<file path="src/rtl/div_consts.svh">
// =========================================================================
// divide unit constants
// operand width and the width of a leading-zero count.
// =========================================================================

`ifndef DIV_CONSTS_SVH
`define DIV_CONSTS_SVH

// operand and result width.
`define DIV_XLEN 32

// width of a leading-zero count over DIV_XLEN bits.
`define DIV_CLZ_W 5

`endif
</file>
<file path="src/rtl/div_ctrl_pkg.sv">
// =========================================================================
// divider control
// state encoding of the iterative divider core.
// =========================================================================

package div_ctrl_pkg;

    // core sequencing.
    typedef enum logic [1:0] {
        st_idle = 2'b00,  // waiting for a start pulse.
        st_run  = 2'b01,  // retiring quotient bits.
        st_done = 2'b10   // quotient and remainder final, done high.
    } div_state_t;

endpackage

</file>
<file path="src/rtl/div_op_pkg.sv">
// =========================================================================
// divide opcodes
// the four M-extension divide operations and the operand sign type used
// when a request is split into magnitude and sign.
// =========================================================================

package div_op_pkg;

    // opcode of a divide request.
    typedef enum logic [1:0] {
        op_div  = 2'b00,  // signed quotient.
        op_divu = 2'b01,  // unsigned quotient.
        op_rem  = 2'b10,  // signed remainder.
        op_remu = 2'b11   // unsigned remainder.
    } div_op_t;

    // sign of one operand after decode.
    typedef enum logic {
        sgn_pos = 1'b0,   // zero or positive, or any unsigned operand.
        sgn_neg = 1'b1    // negative signed operand.
    } div_sign_t;

endpackage

</file>
<file path="src/rtl/div_unit.sv">
// =========================================================================
// integer divide unit
// div, divu, rem and remu on 32-bit operands, one operation at a time.
// =========================================================================

`timescale 1ns/1ns
`include "div_consts.svh"

module div_unit (
    input  logic                 clk,
    input  logic                 rst,
    input  logic                 start,
    input  div_op_pkg::div_op_t  op,
    input  logic [`DIV_XLEN-1:0] rs1,
    input  logic [`DIV_XLEN-1:0] rs2,
    output logic                 busy,
    output logic                 done,
    output logic [`DIV_XLEN-1:0] result
);

    localparam int XLEN = `DIV_XLEN;

    logic            accept;
    logic            core_start;
    logic            core_done;
    logic [XLEN-1:0] dividend_mag;
    logic [XLEN-1:0] divisor_mag;
    logic [XLEN-1:0] quotient;
    logic [XLEN-1:0] remainder;
    logic            divisor_is_zero;
    logic            want_rem;
    logic            quot_neg;
    logic            rem_neg;

    assign accept = start && !busy;                         // starts while busy are dropped.

    // set by an accepted start, cleared after the done cycle.
    always_ff @(posedge clk) begin
        if (rst) begin
            busy <= 1'b0;
        end else if (accept) begin
            busy <= 1'b1;
        end else if (done) begin
            busy <= 1'b0;
        end
    end

    div_decode decode_i (
        .clk          (clk),
        .rst          (rst),
        .start        (accept),
        .op           (op),
        .rs1          (rs1),
        .rs2          (rs2),
        .core_start   (core_start),
        .dividend_mag (dividend_mag),
        .divisor_mag  (divisor_mag),
        .want_rem     (want_rem),
        .quot_neg     (quot_neg),
        .rem_neg      (rem_neg)
    );

    div_core core_i (
        .clk             (clk),
        .rst             (rst),
        .start           (core_start),
        .dividend        (dividend_mag),
        .divisor         (divisor_mag),
        .quotient        (quotient),
        .remainder       (remainder),
        .divisor_is_zero (divisor_is_zero),
        .done            (core_done)
    );

    div_result result_i (
        .clk             (clk),
        .rst             (rst),
        .core_done       (core_done),
        .quotient        (quotient),
        .remainder       (remainder),
        .divisor_is_zero (divisor_is_zero),
        .want_rem        (want_rem),
        .quot_neg        (quot_neg),
        .rem_neg         (rem_neg),
        .done            (done),
        .result          (result)
    );

endmodule

</file>
<file path="src/rtl/div_result.sv">
// =========================================================================
// divide result
// selects quotient or remainder, restores the sign, keeps the all-ones
// quotient of a zero divisor and registers the final value.
// =========================================================================

`timescale 1ns/1ns
`include "div_consts.svh"

module div_result (
    input  logic                 clk,
    input  logic                 rst,
    input  logic                 core_done,
    input  logic [`DIV_XLEN-1:0] quotient,
    input  logic [`DIV_XLEN-1:0] remainder,
    input  logic                 divisor_is_zero,
    input  logic                 want_rem,
    input  logic                 quot_neg,
    input  logic                 rem_neg,
    output logic                 done,
    output logic [`DIV_XLEN-1:0] result
);

    localparam int XLEN = `DIV_XLEN;

    logic            flip_quot;
    logic [XLEN-1:0] quot_signed;
    logic [XLEN-1:0] rem_signed;
    logic [XLEN-1:0] result_next;

    // =========================================================================
    // sign restore
    // =========================================================================

    // x / 0 is all ones for every op, so the sign is left alone then.
    assign flip_quot   = quot_neg && !divisor_is_zero;
    assign quot_signed = flip_quot ? -quotient : quotient;

    // remainder follows the dividend, which also returns rs1 for x % 0.
    assign rem_signed  = rem_neg ? -remainder : remainder;

    assign result_next = want_rem ? rem_signed : quot_signed;

    // =========================================================================
    // output registers
    // =========================================================================

    // held until the next done.
    always_ff @(posedge clk) begin
        if (core_done) begin
            result <= result_next;
        end
    end

    always_ff @(posedge clk) begin
        if (rst) begin
            done <= 1'b0;
        end else begin
            done <= core_done;                              // one-cycle pulse.
        end
    end

endmodule

</file>
<file path="src/rtl/div_core.sv">
// =========================================================================
// quick unsigned divider
// aligns the divisor to the remainder with leading-zero counts and retires
// one or two quotient bits per cycle. a zero divisor finishes at once.
// =========================================================================

`timescale 1ns/1ns
`include "div_consts.svh"

module div_core (
    input  logic                 clk,
    input  logic                 rst,
    input  logic                 start,
    input  logic [`DIV_XLEN-1:0] dividend,
    input  logic [`DIV_XLEN-1:0] divisor,
    output logic [`DIV_XLEN-1:0] quotient,
    output logic [`DIV_XLEN-1:0] remainder,
    output logic                 divisor_is_zero,
    output logic                 done
);

    import div_ctrl_pkg::*;

    localparam int XLEN  = `DIV_XLEN;
    localparam int CLZ_W = `DIV_CLZ_W;

    div_state_t      state;
    logic            div_zero;
    logic            zero_r;
    logic            terminate;
    logic            step;
    logic [XLEN-1:0] divisor_r;

    logic [CLZ_W-1:0] rem_clz;
    logic [CLZ_W-1:0] div_clz;
    logic [CLZ_W-1:0] div_clz_r;
    logic [CLZ_W-1:0] clz_delta;

    logic [XLEN-1:0] shifted_b;
    logic [XLEN-1:0] b1;
    logic [XLEN-1:0] b2;
    logic [XLEN:0]   a0;
    logic [XLEN:0]   a1;
    logic [XLEN-1:0] a2;
    logic [XLEN-1:0] q_bit1;
    logic [XLEN-1:0] q_bit2;
    logic [XLEN-1:0] new_q_bit;
    logic [XLEN-1:0] new_r;

    clz clz_rem_i (.in(remainder), .count(rem_clz));
    clz clz_div_i (.in(divisor),   .count(div_clz));

    // all-ones count with a clear lsb only happens for a zero word.
    assign div_zero = (div_clz == '1) && !divisor[0];

    // divisor normalised to bit XLEN-1, captured with the request.
    always_ff @(posedge clk) begin
        if (start) begin
            div_clz_r <= div_clz;
            shifted_b <= divisor << div_clz;
            divisor_r <= divisor;
            zero_r    <= div_zero;
        end
    end

    // =========================================================================
    // iteration step
    // =========================================================================

    assign clz_delta = div_clz_r - rem_clz;                 // weight of the top quotient bit.

    always_comb begin
        q_bit1            = '0;
        q_bit1[clz_delta] = 1'b1;
    end
    assign q_bit2 = {1'b0, q_bit1[XLEN-1:1]};               // next lower bit.

    assign b1 = shifted_b >> rem_clz;                       // msb aligned to the remainder.
    assign b2 = {1'b0, b1[XLEN-1:1]};                       // half of b1.
    assign a1 = {1'b0, remainder} - {1'b0, b1};
    assign a2 = remainder - b2;                             // never borrows.
    assign a0 = {1'b0, remainder} - ({1'b0, b1} + {1'b0, b2});

    // pick the largest subtraction that does not borrow.
    always_comb begin
        if (a1[XLEN]) begin
            new_q_bit = q_bit2;
            new_r     = a2;
        end else if (a0[XLEN] || clz_delta == '0) begin
            new_q_bit = q_bit1;
            new_r     = a1[XLEN-1:0];
        end else begin
            new_q_bit = q_bit1 | q_bit2;                    // two bits this cycle.
            new_r     = a0[XLEN-1:0];
        end
    end

    assign terminate = (remainder < divisor_r);
    assign step      = (state == st_run) && !terminate;

    // =========================================================================
    // control
    // =========================================================================

    always_ff @(posedge clk) begin
        if (rst) begin
            state <= st_idle;
        end else if (start) begin
            state <= div_zero ? st_done : st_run;           // zero divisor skips the loop.
        end else begin
            case (state)
                st_run: begin
                    if (terminate) begin
                        state <= st_done;
                    end
                end
                st_done: state <= st_idle;                  // done lasts one cycle.
                default: state <= st_idle;
            endcase
        end
    end

    // quotient and remainder hold after done.
    always_ff @(posedge clk) begin
        if (start) begin
            quotient  <= div_zero ? '1 : '0;
            remainder <= dividend;
        end else if (step) begin
            quotient  <= quotient | new_q_bit;
            remainder <= new_r;
        end
    end

    assign done            = (state == st_done);
    assign divisor_is_zero = zero_r;

endmodule

</file>
<file path="src/rtl/div_decode.sv">
// =========================================================================
// divide decode
// captures an accepted request, splits signed operands into magnitude and
// sign, and issues the core start one cycle later.
// =========================================================================

`timescale 1ns/1ns
`include "div_consts.svh"

module div_decode (
    input  logic                   clk,
    input  logic                   rst,
    input  logic                   start,
    input  div_op_pkg::div_op_t    op,
    input  logic [`DIV_XLEN-1:0]   rs1,
    input  logic [`DIV_XLEN-1:0]   rs2,
    output logic                   core_start,
    output logic [`DIV_XLEN-1:0]   dividend_mag,
    output logic [`DIV_XLEN-1:0]   divisor_mag,
    output logic                   want_rem,
    output logic                   quot_neg,
    output logic                   rem_neg
);

    import div_op_pkg::*;

    localparam int XLEN = `DIV_XLEN;

    logic            is_signed;
    div_sign_t       rs1_sign;
    div_sign_t       rs2_sign;
    logic [XLEN-1:0] rs1_mag;
    logic [XLEN-1:0] rs2_mag;

    // =========================================================================
    // sign split
    // =========================================================================

    assign is_signed = (op == op_div) || (op == op_rem);         // div and rem.

    assign rs1_sign = (is_signed && rs1[XLEN-1]) ? sgn_neg : sgn_pos;
    assign rs2_sign = (is_signed && rs2[XLEN-1]) ? sgn_neg : sgn_pos;

    assign rs1_mag = (rs1_sign == sgn_neg) ? -rs1 : rs1;          // two's complement.
    assign rs2_mag = (rs2_sign == sgn_neg) ? -rs2 : rs2;          // min value maps to 2**31.

    // =========================================================================
    // request registers
    // =========================================================================

    // held until the next accepted start.
    always_ff @(posedge clk) begin
        if (start) begin
            dividend_mag <= rs1_mag;
            divisor_mag  <= rs2_mag;
            want_rem     <= (op == op_rem) || (op == op_remu);   // remainder wanted.
            quot_neg     <= (rs1_sign != rs2_sign);              // signs differ.
            rem_neg      <= (rs1_sign == sgn_neg);               // follows the dividend.
        end
    end

    // core start trails the accepted request by one cycle.
    always_ff @(posedge clk) begin
        if (rst) begin
            core_start <= 1'b0;
        end else begin
            core_start <= start;
        end
    end

endmodule

</file>
<file path="src/rtl/clz.sv">
// =========================================================================
// count leading zeros
// priority encoder giving the number of leading zeros of a word.
// a zero word gives the all-ones count.
// =========================================================================

`timescale 1ns/1ns
`include "div_consts.svh"

module clz (
    input  logic [`DIV_XLEN-1:0]  in,
    output logic [`DIV_CLZ_W-1:0] count
);

    localparam int XLEN  = `DIV_XLEN;
    localparam int CLZ_W = `DIV_CLZ_W;

    // scan upward so the highest set bit is the last one written.
    always_comb begin
        count = '1;                                   // zero input result.
        for (int i = 0; i < XLEN; i++) begin
            if (in[i]) begin
                count = CLZ_W'(XLEN - 1 - i);         // zeros above bit i.
            end
        end
    end

endmodule

</file>
<file path="config.mk">
export PLATFORM = sky130hd
export DESIGN_NAME = div_unit
export DESIGN_NICKNAME = d
export VERILOG_FILES = /design/src/rtl/div_ctrl_pkg.sv /design/src/rtl/div_op_pkg.sv /design/src/rtl/div_unit.sv /design/src/rtl/div_result.sv /design/src/rtl/div_core.sv /design/src/rtl/div_decode.sv /design/src/rtl/clz.sv
export VERILOG_INCLUDE_DIRS = /design/src /design/src/rtl
export SDC_FILE = /design/constraint.sdc
export NUM_CORES = 1
export LEC_CHECK = 0
export BUFFER_PORTS_ARGS = -buffer_cell sky130_fd_sc_hd__buf_4
export CAP_MARGIN = 5
export CORE_UTILIZATION = 40
export CTS_CLUSTER_DIAMETER = 100
export CTS_CLUSTER_SIZE = 25
export DETAILED_ROUTE_END_ITERATION = 8
export SETUP_SLACK_MARGIN = 0.05
export SLEW_MARGIN = 40
export SYNTH_ARGS = -nofsm -noshare
export SYNTH_HDL_FRONTEND = slang
export SYNTH_SLANG_ARGS = --single-unit
</file>
<file path="constraint.sdc">
create_clock -name clk -period 9.86 [get_ports clk]
set_clock_uncertainty 0.2 [all_clocks]
set_input_delay 0.493 -clock clk [delete_from_list [all_inputs] [get_ports clk]]
set_output_delay 0.493 -clock clk [all_outputs]
set_load 0.01 [all_outputs]
</file>
Word level (Yosys, flattened, before mapping)

Cells that the tools add are included.

Input bits: 69
Register bits: 238
Output and inout port bits: 34
Word-level logic and storage cells: 143

Equal/unequal tests: 7
Reductions and logical operators: 18
Mux-type cells: 86
Bitwise gates (word level): 2
Magnitude comparators: 3
Shifts and indexed selects: 2
Add/sub/neg operators: 9

Operators with widths:

| operator                                                   | count |
|---|---|
| 2-to-1 mux 32 bit                                          | 14 |
| 2-to-1 mux 5 bit                                           | 60 |
| negation 32 bit                                            | 4 |
| adder 32 x 31 -> 33 bit                                    | 1 |
| subtractor 32 x 32 -> 33 bit                               | 1 |
| subtractor 32 x 33 -> 33 bit                               | 1 |
| less-than comparator 32 bit                                | 1 |
| bitwise OR 32 x 31 -> 32 bit                               | 1 |
| bitwise OR 32 bit                                          | 1 |
| << shifter 32 x 5 -> 32 bit                                | 1 |
| >> shifter 32 x 5 -> 32 bit                                | 1 |
| subtractor 32 x 31 -> 32 bit                               | 1 |
| 2-to-1 mux 2 bit                                           | 4 |
| logical AND 1 bit                                          | 7 |
| 2-to-1 mux 1 bit                                           | 7 |
| equality test 2 bit, second input constant                 | 3 |
| less-than comparator 5 x 6 -> 1 bit, second input constant | 1 |
| demux 1 bit (select 5 bit)                                 | 1 |
| equality test 5 bit, second input constant                 | 1 |
| >= comparator 5 x 1 -> 1 bit, second input constant        | 1 |
| zero test 5 bit                                            | 1 |
| subtractor 5 bit                                           | 1 |
| zero test 1 bit                                            | 4 |
| nonzero test 2 bit                                         | 2 |
| 5 further kinds                                            | 7 |

Depth between registers and ports, before layout

Gate-level depths: netlist of the first run.

Word-level depth: 42
Mapped depth: 42
Mapped depth without buffers: 37

By module

A second synthesis of the first run with hierarchy kept.

Cell total of the unflattened synthesis: 2,466
Area, all modules: 22,454.0 um^2

Modules (own cells, without submodules):

| module     | seq. area each (um^2) | area an instance (um^2) | times used | cells each |
|---|---|---|---|---|
| div_core   | 4,063.9               | 15,483.6                | 1          | 1,759 |
| div_decode | 2,031.9               | 3,440.8                 | 1          | 287 |
| div_result | 980.9                 | 2,801.4                 | 1          | 294 |
| clz        | 0.0                   | 344.1                   | 2          | 61 |
| div_unit   | 20.0                  | 40.0                    | 1          | 4 |

Worst setup path after synthesis of the first run

No wires, ideal clock.

Path type: reg-to-reg
Start: register core_i.remainder[17]
End: register core_i.remainder[1], data pin
Arrival time: 8.009 ns
Library setup time: 0.269 ns
Stages on the path, launching flop included: 40
Slack: 1.382 ns
Period minus slack after synthesis: 8.478 ns
Buffers on the path: 7
Data required time: 9.391 ns
Cell sequence: edfxtp_1 -> or2_1 -> a211oi_2 -> o311ai_1 -> o21a_1 -> buf_6 -> inv_6 -> buf_4 -> clkbuf_1 -> clkbuf_1 -> clkbuf_1 -> mux2i_1 -> nand2_1 -> a31oi_1 -> nand2_1 -> nand2_1 -> inv_1 -> fa_1 -> (+4 left out) -> nand2b_1 -> a21boi_0 -> o21ai_0 -> a211oi_1 -> a211o_1 -> a221oi_1 -> a21oi_1 -> a41oi_1 -> a211o_1 -> nand3_1 -> o211ai_1 -> mux2_2 -> nor2_1 -> clkbuf_1 -> clkbuf_1 -> nor2_1 -> a211oi_1 -> o31ai_1

Cells in the longest elaborated chain, start to end: 23
Elaborated cells on any way between the ends: 27
Those cells by class: 5 x add/sub; 1 x shift; 19 x mux; 2 x reduce/logical

Ends and longest elaborated chain:

| what                            | line            | RTL |
|---|---|---|
| start, declared                 | div_core.sv:17  | `` output logic [`DIV_XLEN-1:0] remainder, `` |
| start signal, assigned          | div_core.sv:127 | `remainder <= dividend;` |
| start signal, assigned          | div_core.sv:130 | `remainder <= new_r;` |
| 2-to-1 mux 5 bit (15 in series) | clz.sv:22       | `if (in[i]) begin` |
| >> shifter 32 x 5 -> 32 bit     | div_core.sv:78  | `assign b1 = shifted_b >> rem_clz;` |
| adder 32 x 31 -> 33 bit         | div_core.sv:82  | `assign a0 = {1'b0, remainder} - ({1'b0, b1} + {1'b0, b2});` |
| subtractor 32 x 33 -> 33 bit    | div_core.sv:82  |  |
| logical OR 1 bit                | div_core.sv:89  | `end else if (a0[XLEN] \|\| clz_delta == '0) begin` |
| 2-to-1 mux 32 bit               | div_core.sv:89  |  |
| 2-to-1 mux 32 bit (*)           | div_core.sv:86  | `if (a1[XLEN]) begin` |
| 2-to-1 mux 32 bit (*)           | div_core.sv:128 | `end else if (step) begin` |
| 2-to-1 mux 32 bit (*)           | div_core.sv:125 | `if (start) begin` |

Every way passes the cells marked *; elsewhere a longest branch is shown, timed or not. The select of a mux whose other input is x is not followed.
A chain may end at the register's enable or synchronous reset.

Final worst setup path of the first run

Start: register core_i.remainder[18]
End: register core_i.remainder[21], data pin

Cells in the longest elaborated chain, start to end: 22
Elaborated cells on any way between the ends: 26
Those cells by class: 5 x add/sub; 1 x shift; 18 x mux; 2 x reduce/logical

Ends and longest elaborated chain:

| what                            | line |
|---|---|
| 2-to-1 mux 5 bit (14 in series) | clz.sv:22 |
| >> shifter 32 x 5 -> 32 bit     | div_core.sv:78 |
| adder 32 x 31 -> 33 bit         | div_core.sv:82 |
| subtractor 32 x 33 -> 33 bit    | div_core.sv:82 |
| logical OR 1 bit                | div_core.sv:89 |
| 2-to-1 mux 32 bit               | div_core.sv:89 |
| 2-to-1 mux 32 bit (*)           | div_core.sv:86 |
| 2-to-1 mux 32 bit (*)           | div_core.sv:128 |
| 2-to-1 mux 32 bit (*)           | div_core.sv:125 |

Marked as above.

==> reports/qor.yml, run 1 <==
synthesis:
  synth_top_family_by_area: "compound AO/OA/AOI/OAI gates"
  synth-xor-area-share_pct: 8.34
  yosysUniqueCellTypes: 96
  ys.flop_type: "edfxtp_1"
  netlist_area_mm2: 0.0218
  seq_area_frac_synth_pct: 32.5
  synthSimpleGateAreaFrac_pct: 16.8
  synth_compound_area_share_pct: 21.6
  syn_inst: 2480
  synth-warning-count: 0
  synth_edf_count: 233
  async_flop_share_pct: 0
  synth_nets: 2714
  synth_fa_ha_area_share_pct: 10.7
  ys_ff_latch: 238
  syn_area_per_cell_um2: 8.80
  yosys-mux-area-fraction_pct: 5.54
critical_path:
  cp_slowest_cell: "edfxtp_1"
  crit_required_ns: 9.95
  path_max_fanout: 18
  critical_path_class: "reg -> reg"
  cp-end-kind: "register"
  cpPeakStageDelay_ns: 0.67
  arrival_ns: 9.25
  cp-start-kind: "register"
sta:
  tightest_slew_ns: 0.880
  grt_setup_unrepaired: "no"
  setup_violations: 0
  hold_viol: 0
  fin_hold_ws_ns: 0.0247
  fmax_ghz: 0.109
  period_share_pct: 92.9
  tns_ns: 0
  slew_violations: 0
  fin_crit_ns: 9.16
  slew-limit-headroom_pct: 40.8
clock_tree:
  cts.path.max_buffers: 3
  clk_latency_ns: 0.54
  cts-root-buf: "clkbuf_16"
  cts_tree: "done"
  clock_sinks: 238
  cts.clk_slew.worst_paths_ns: 0.10
  numCtsBuffers: 16
  cts_max_level: 1
floorplanning:
  io-pin-count: 103
  die_h_um: 236
  dieArea_mm2: 0.0555
  initial_core_util_pct: 40.5
  die_w_um: 236
  core-area_mm2: 0.0539
  rows: 85
worst_hold_path:
  hold_class: "in -> reg"
placement:
  port_buffers: 102
  gp_congestion: 0.989
  dp_hpwl_um: 62800
  placed_cells: 3250
finish:
  area_delta_synth_final_pct: 11.3
  final_cells: 3283
  drive_above_1_share_pct: 10.7
  diodes: 0
  fin_nets: 2812
global_routing:
  use_met2_pct: 44.0
  top_usage_layer: "met2"
  grt_pass1_vias: 18700
  grt_pass1_wl_um: 118000
  gr-total-overflow: 0
  use_met1_pct: 40.0
  grt_use_total_pct: 27.9
  antenna_found_initial: 0
  grt_max_degree: 69
  use_met3_pct: 3.62
outcome:
  status: "finished clean"
detailed_routing:
  wl_per_cell_um: 24.2
  drc_errors: 0
  drt-vias-per-instance: 6.09
  num_vias: 20000
  ant_nets: 0
  dr.pass1.iters: 5
  drt_iter0_drc: 2040
  drt_wl_total_um: 79500
run:
  drv_cap: 0
metal layers:
metal / routed length (um) / vias to the layer above
met5: 0 / -
met4: 2440 / 0
met3: 5960 / 103
met2: 35200 / 873
met1: 35900 / 9711
li1: - / 9303
synth_stat cells, types with 9 or more instances:
library cell  count  area [um^2]
mux2_2           19          214
nand2_1         252          946
buf_1            10         37.5
a211oi_1         27          203
nor2b_1          30          188
nor3_1           63          315
xor2_1           69          604
nor2_1          228          856
ha_1            135         1690
or3_1            14         87.6
inv_1           143          537
or4_1            19          143
a21oi_1         183          916
clkbuf_1         75          282
o22ai_1           9         56.3
nand4_1          12         75.1
o221ai_1         26          228
mux2i_1          96          961
o31ai_1          24          180
o21ai_0         151          756
a31oi_1          27          169
fa_1             30          601
a21o_1           51          383
xnor2_1         139         1220
and2_1           20          125
a21boi_0         22          165
nand2b_1         38          238
a221oi_1         15          131
o211ai_1         23          173
nand3_1          47          235
nor4_1           25          156
buf_2            10         50.1
o21bai_1         16          120
edfxtp_1        233         7000
o21a_1           21          158
and3_1           10         62.6
o41ai_1          14          123
a211o_1          14          123
layout make-up:
type / count / area, um^2
multi-input cells: 1992 / 13800
clock buffers: 19 / 433
fillers: 5257 / 29600
flip-flops and latches: 238 / 7100
well taps: 696 / 871
clock inverters: 8 / 119
inverters: 150 / 568
repair buffers: 180 / 1410
cells in the final DEF, fill, tap and decap left out, drive strengths merged, types with 38 or more instances in the layout:
cell type and n:
ha 135, xnor2 139, o21ai 155, nand2 252, nand2b 38, inv 148, nor3 63, buf 176
a21oi 186, xor2 69, nor2 231, a21o 51, mux2i 96, nand3 47, edfxtp 233
sequential cells by signal, summed over array words and instances (netlist names):
signal and flops:
decode_i.quot_neg 1, core_i.div_clz_r 5, result_i.result 32, decode_i.want_rem 1, core_i.state 2, core_i.quotient 32, busy 1, core_i.divisor_is_zero 1
decode_i.core_start 1, core_i.remainder 32, decode_i.divisor_mag 32, core_i.divisor_r 32, decode_i.rem_neg 1, core_i.shifted_b 32, result_i.done 1, decode_i.dividend_mag 32
through the flow:
| stage | util [%] | setup WS (ns) | area (um^2) |
|---|---|---|---|
| finish | 45.1 | 0.700 | 24300 |
| global route | 45.1 | 0.0802 | 24300 |
| CTS | 45.0 | 0.492 | 24300 |
| detailed placement | 43.9 | 0.535 | 23700 |
| global placement | 43.9 | 0.554 | 23600 |
| floorplan | - | 1.38 | 21800 |
cells by family after synthesis:
kind of cell,count (synthesis)
compound gates,708
xor+xnor,208
fa+ha+maj,169
buf+inv,250
flops,238
mux,117
simple gates,790
timing repair:
item                                    4_1_cts  5_1_grt
endpoints found under the setup margin        0       57
hold endpoints to repair                      7        0
hold buffers                                  4        0
resized for setup                             0        7
setup buffers                                 0        2
path summary, 6_finish.rpt:
path	from	to	slack, ns	cells after the start
max	core_i.remainder[18]$_DFFE_PP_	core_i.remainder[21]$_DFFE_PP_	0.70	37
min	start	busy$_SDFFE_PP0P_	0.02	3
max reg2reg	core_i.remainder[18]$_DFFE_PP_	core_i.remainder[21]$_DFFE_PP_	0.70	37
min reg2reg	result_i.done$_SDFF_PP0_	busy$_SDFFE_PP0P_	0.26	1
critical path: cells and delay by family (launching register included):
family | cells | cell delay, ns
compound gates | 15 | 3.36
fa+ha+maj | 3 | 1.03
buf+inv | 5 | 0.90
flops | 1 | 0.67
mux | 5 | 1.27
simple gates | 9 | 1.44
Power of run 1 is not shown: default switching activity piles up to over one toggle a cycle in this logic, so the estimate is an artifact.
==> inputs of run 2 (changes only) <==
- ABC_AREA: default -> 1
- clock period: 9.86 -> 7.37 ns (I/O delays scaled with it)
==> run 2 against run 1 <==
Effect of this change:
- the flow now finishes with violations (negative setup slack)
- synthesized area up 2.7%
- first-iteration DRC count up 6.5%
- utilization up 6.9 points
- register-to-register slack worse by 1.6 ns
- via count up 20%
- worst hold slack better by 0.00063 ns
- synthesized cell count up 27%
- worst setup slack worse by 1.6 ns
- largest cell class unchanged
==> reports/qor.yml, run 2 <==
clock_tree:
  clock_sinks: 238
  cts.path.max_buffers: 3
  cts-root-buf: "clkbuf_16"
  cts.clk_slew.worst_paths_ns: 0.10
  cts_max_level: 1
  numCtsBuffers: 16
  cts_tree: "done"
  clk_latency_ns: 0.56
global_routing:
  grt_pass1_wl_um: 134000
  gr-total-overflow: 0
  grt_pass1_vias: 22900
  grt_max_degree: 69
  antenna_found_initial: 0
  grt_use_total_pct: 30.9
detailed_routing:
  drc_errors: 0
  num_vias: 24100
  drt_iter0_drc: 2173
  wl_per_cell_um: 20.4
  drt-vias-per-instance: 5.50
  ant_nets: 0
  dr.pass1.iters: 6
  drt_wl_total_um: 89200
synthesis:
  yosysUniqueCellTypes: 59
  async_flop_share_pct: 0
  seq_area_frac_synth_pct: 31.6
  ys_ff_latch: 238
  synth_edf_count: 233
  ys.flop_type: "edfxtp_1"
  ys_top_cells_by_area: "edfxtp_1 (31%), nand2_1 (13%), ha_1 (7.5%), inv_1 (6.0%), o21ai_0 (5.8%)"
  yosysMostFrequentCell: "nand2_1"
  netlist_area_mm2: 0.0224
  synth-warning-count: 0
  synth_commonest_cells: "nand2_1 (775), inv_1 (361), nor2_1 (304)"
  synth_top_area_share_pct: 31.2
  syn_inst: 3148
  syn_area_per_cell_um2: 7.12
  synth_nets: 3382
  yosysTopAreaCell: "edfxtp_1"
finish:
  final_cell_mix: "nand2_1 (751), buf_4 (466), inv_1 (354), nor2_1 (297), edfxtp_1 (233)"
  drive_above_1_share_pct: 19.0
  fin_nets: 3854
  fill_cells: 5334
  area_delta_synth_final_pct: 28.0
  final_common_cell: "nand2_1"
  final_area_mm2: 0.0287
  diodes: 0
worst_hold_path:
  hold_class: "in -> reg"
  hold_end: "decode_i.divisor_mag[1]$_DFFE_PP_"
  holdCritStartpoint: "rs2[1]"
  min_path_cells: 3
placement:
  port_buffers: 102
  gp_congestion: 1.07
  dp_hpwl_um: 71600
  place_area_mm2: 0.0262
critical_path:
  path_max_fanout: 7
  crit_required_ns: 7.41
  reg2reg_to: "core_i.remainder[9]$_DFFE_PP_"
  cp-start-kind: "register"
  r2r-start: "core_i.remainder[2]$_DFFE_PP_"
  ff2ff_path_depth: 70
  reg2reg_slack_ns: -0.90
  cp-end-kind: "register"
  arrival_ns: 8.31
  cp_slowest_cell: "fa_1"
  critical_path_class: "reg -> reg"
  cpMostUsedCell: "nand2_1"
  cpPeakStageDelay_ns: 0.43
floorplanning:
  rows: 86
  core-area_mm2: 0.0552
  dieArea_mm2: 0.0570
  die_w_um: 239
  die_h_um: 239
  io-pin-count: 103
  initial_core_util_pct: 40.6
sta:
  fmax_ghz: 0.121
  fin_crit_ns: 8.27
  setup_violations: 63
  hold_viol: 0
  grt_setup_unrepaired: "yes"
  period_share_pct: 112
  slew_violations: 0
  slew-limit-headroom_pct: 49.3
  setup_slack_ns: -0.901
  tightest_slew_ns: 0.760
outcome:
  violations: "negative setup slack"
  status: "complete, but fails checks"
run:
  drv_cap: 0
[run 2: cell types whose count changed in the layout (fill, tap and decap cells not counted), sizes merged, moves of 74 or more]
cell	previous run	this run
buf	176	491
o21ai	155	289
inv	148	374
nand2	252	789
nand3	47	203
mux2i	96	11
xnor2	139	46
nor2	231	305
[run 2: how the worst max path moves through the flow]
stage | slack [ns] | start | to | depth (start not counted)
floorplan | -0.12 | core_i.remainder[1]$_DFFE_PP_ | core_i.remainder[21]$_DFFE_PP_ | 75
global placement | -1.11 | core_i.remainder[2]$_DFFE_PP_ | core_i.remainder[15]$_DFFE_PP_ | 73
detailed placement | -1.15 | core_i.remainder[2]$_DFFE_PP_ | core_i.remainder[15]$_DFFE_PP_ | 73
CTS | -0.80 | core_i.remainder[2]$_DFFE_PP_ | core_i.remainder[9]$_DFFE_PP_ | 74
global route | -1.51 | core_i.remainder[2]$_DFFE_PP_ | core_i.remainder[11]$_DFFE_PP_ | 76
finish | -0.90 | core_i.remainder[2]$_DFFE_PP_ | core_i.remainder[9]$_DFFE_PP_ | 70
[run 2: kinds of logic after synthesis]
logic type / after synthesis / share of synthesized area, %
AND/OR/NAND/NOR: 1462 / 27.5
AO/OA/AOI/OAI: 665 / 16.8
buffers and inverters: 481 / 8.41
flip-flops: 238 / 31.6
adder cells (fa/ha/maj): 165 / 10.2
XOR/XNOR: 126 / 4.92
multiplexers: 11 / 0.491
[run 2: what timing repair did]
| item | CTS | global route |
|---|---|---|
| setup endpoints to repair | 63 | 64 |
| hold buffers | 64 | 0 |
| endpoints found under the hold margin | 68 | 0 |
| cloned | 3 | 3 |
| gates resized for setup | 89 | 70 |
| pin swaps | 36 | 42 |
| buffers inserted | 54 | 21 |
[run 2: layout make-up]
type                       count  area (um^2)  area share [%]
multi-input combinational   2429        14100            48.9
sequential                   238         7100            24.7
timing repair buffer         557         4630            16.1
inverter                     378         1430            4.98
tap                          748          936            3.26
clock buffer                  19          433            1.51
clock inverter                 8          125           0.436
[run 2: routing by layer]
metal | share of wire [%] | vias to the layer above | global-route usage, %
li1 | - | 11600 | -
met1 | 44 | 11400 | 42.5
met2 | 45 | 926 | 50.7
met3 | 6.5 | 158 | 3.15
met4 | 3.7 | 0 | 9.79
met5 | 0 | - | 0
[run 2: metrics by stage]
step | util, % | TNS (ns) | setup WS, ns | hold WS [ns] | cells
final | 52.0 | -48.75 | -0.901 | 0.0254 | 4377
after CTS | 51.2 | -45.65 | -0.805 | 0.0130 | 4357
after detailed placement | 47.5 | -55.43 | -1.15 | 0.246 | 4210
after global placement | 47.5 | -49.86 | -1.11 | 0.250 | 4210
after global routing | 52.0 | -89.03 | -1.51 | 0.0431 | 4377
after floorplan | - | -3.27 | -0.116 | 0.221 | 3148
[run 2: worst max-delay path: cells and delay by family, from the launching register on]
family | cells | cell delay, ns
XOR/XNOR | 1 | 0.27
flip-flops | 1 | 0.41
buffers and inverters | 10 | 0.95
adder cells (fa/ha/maj) | 2 | 0.79
AO/OA/AOI/OAI | 15 | 2.44
AND/OR/NAND/NOR | 42 | 2.86
Power of run 2 is left out for the same reason.
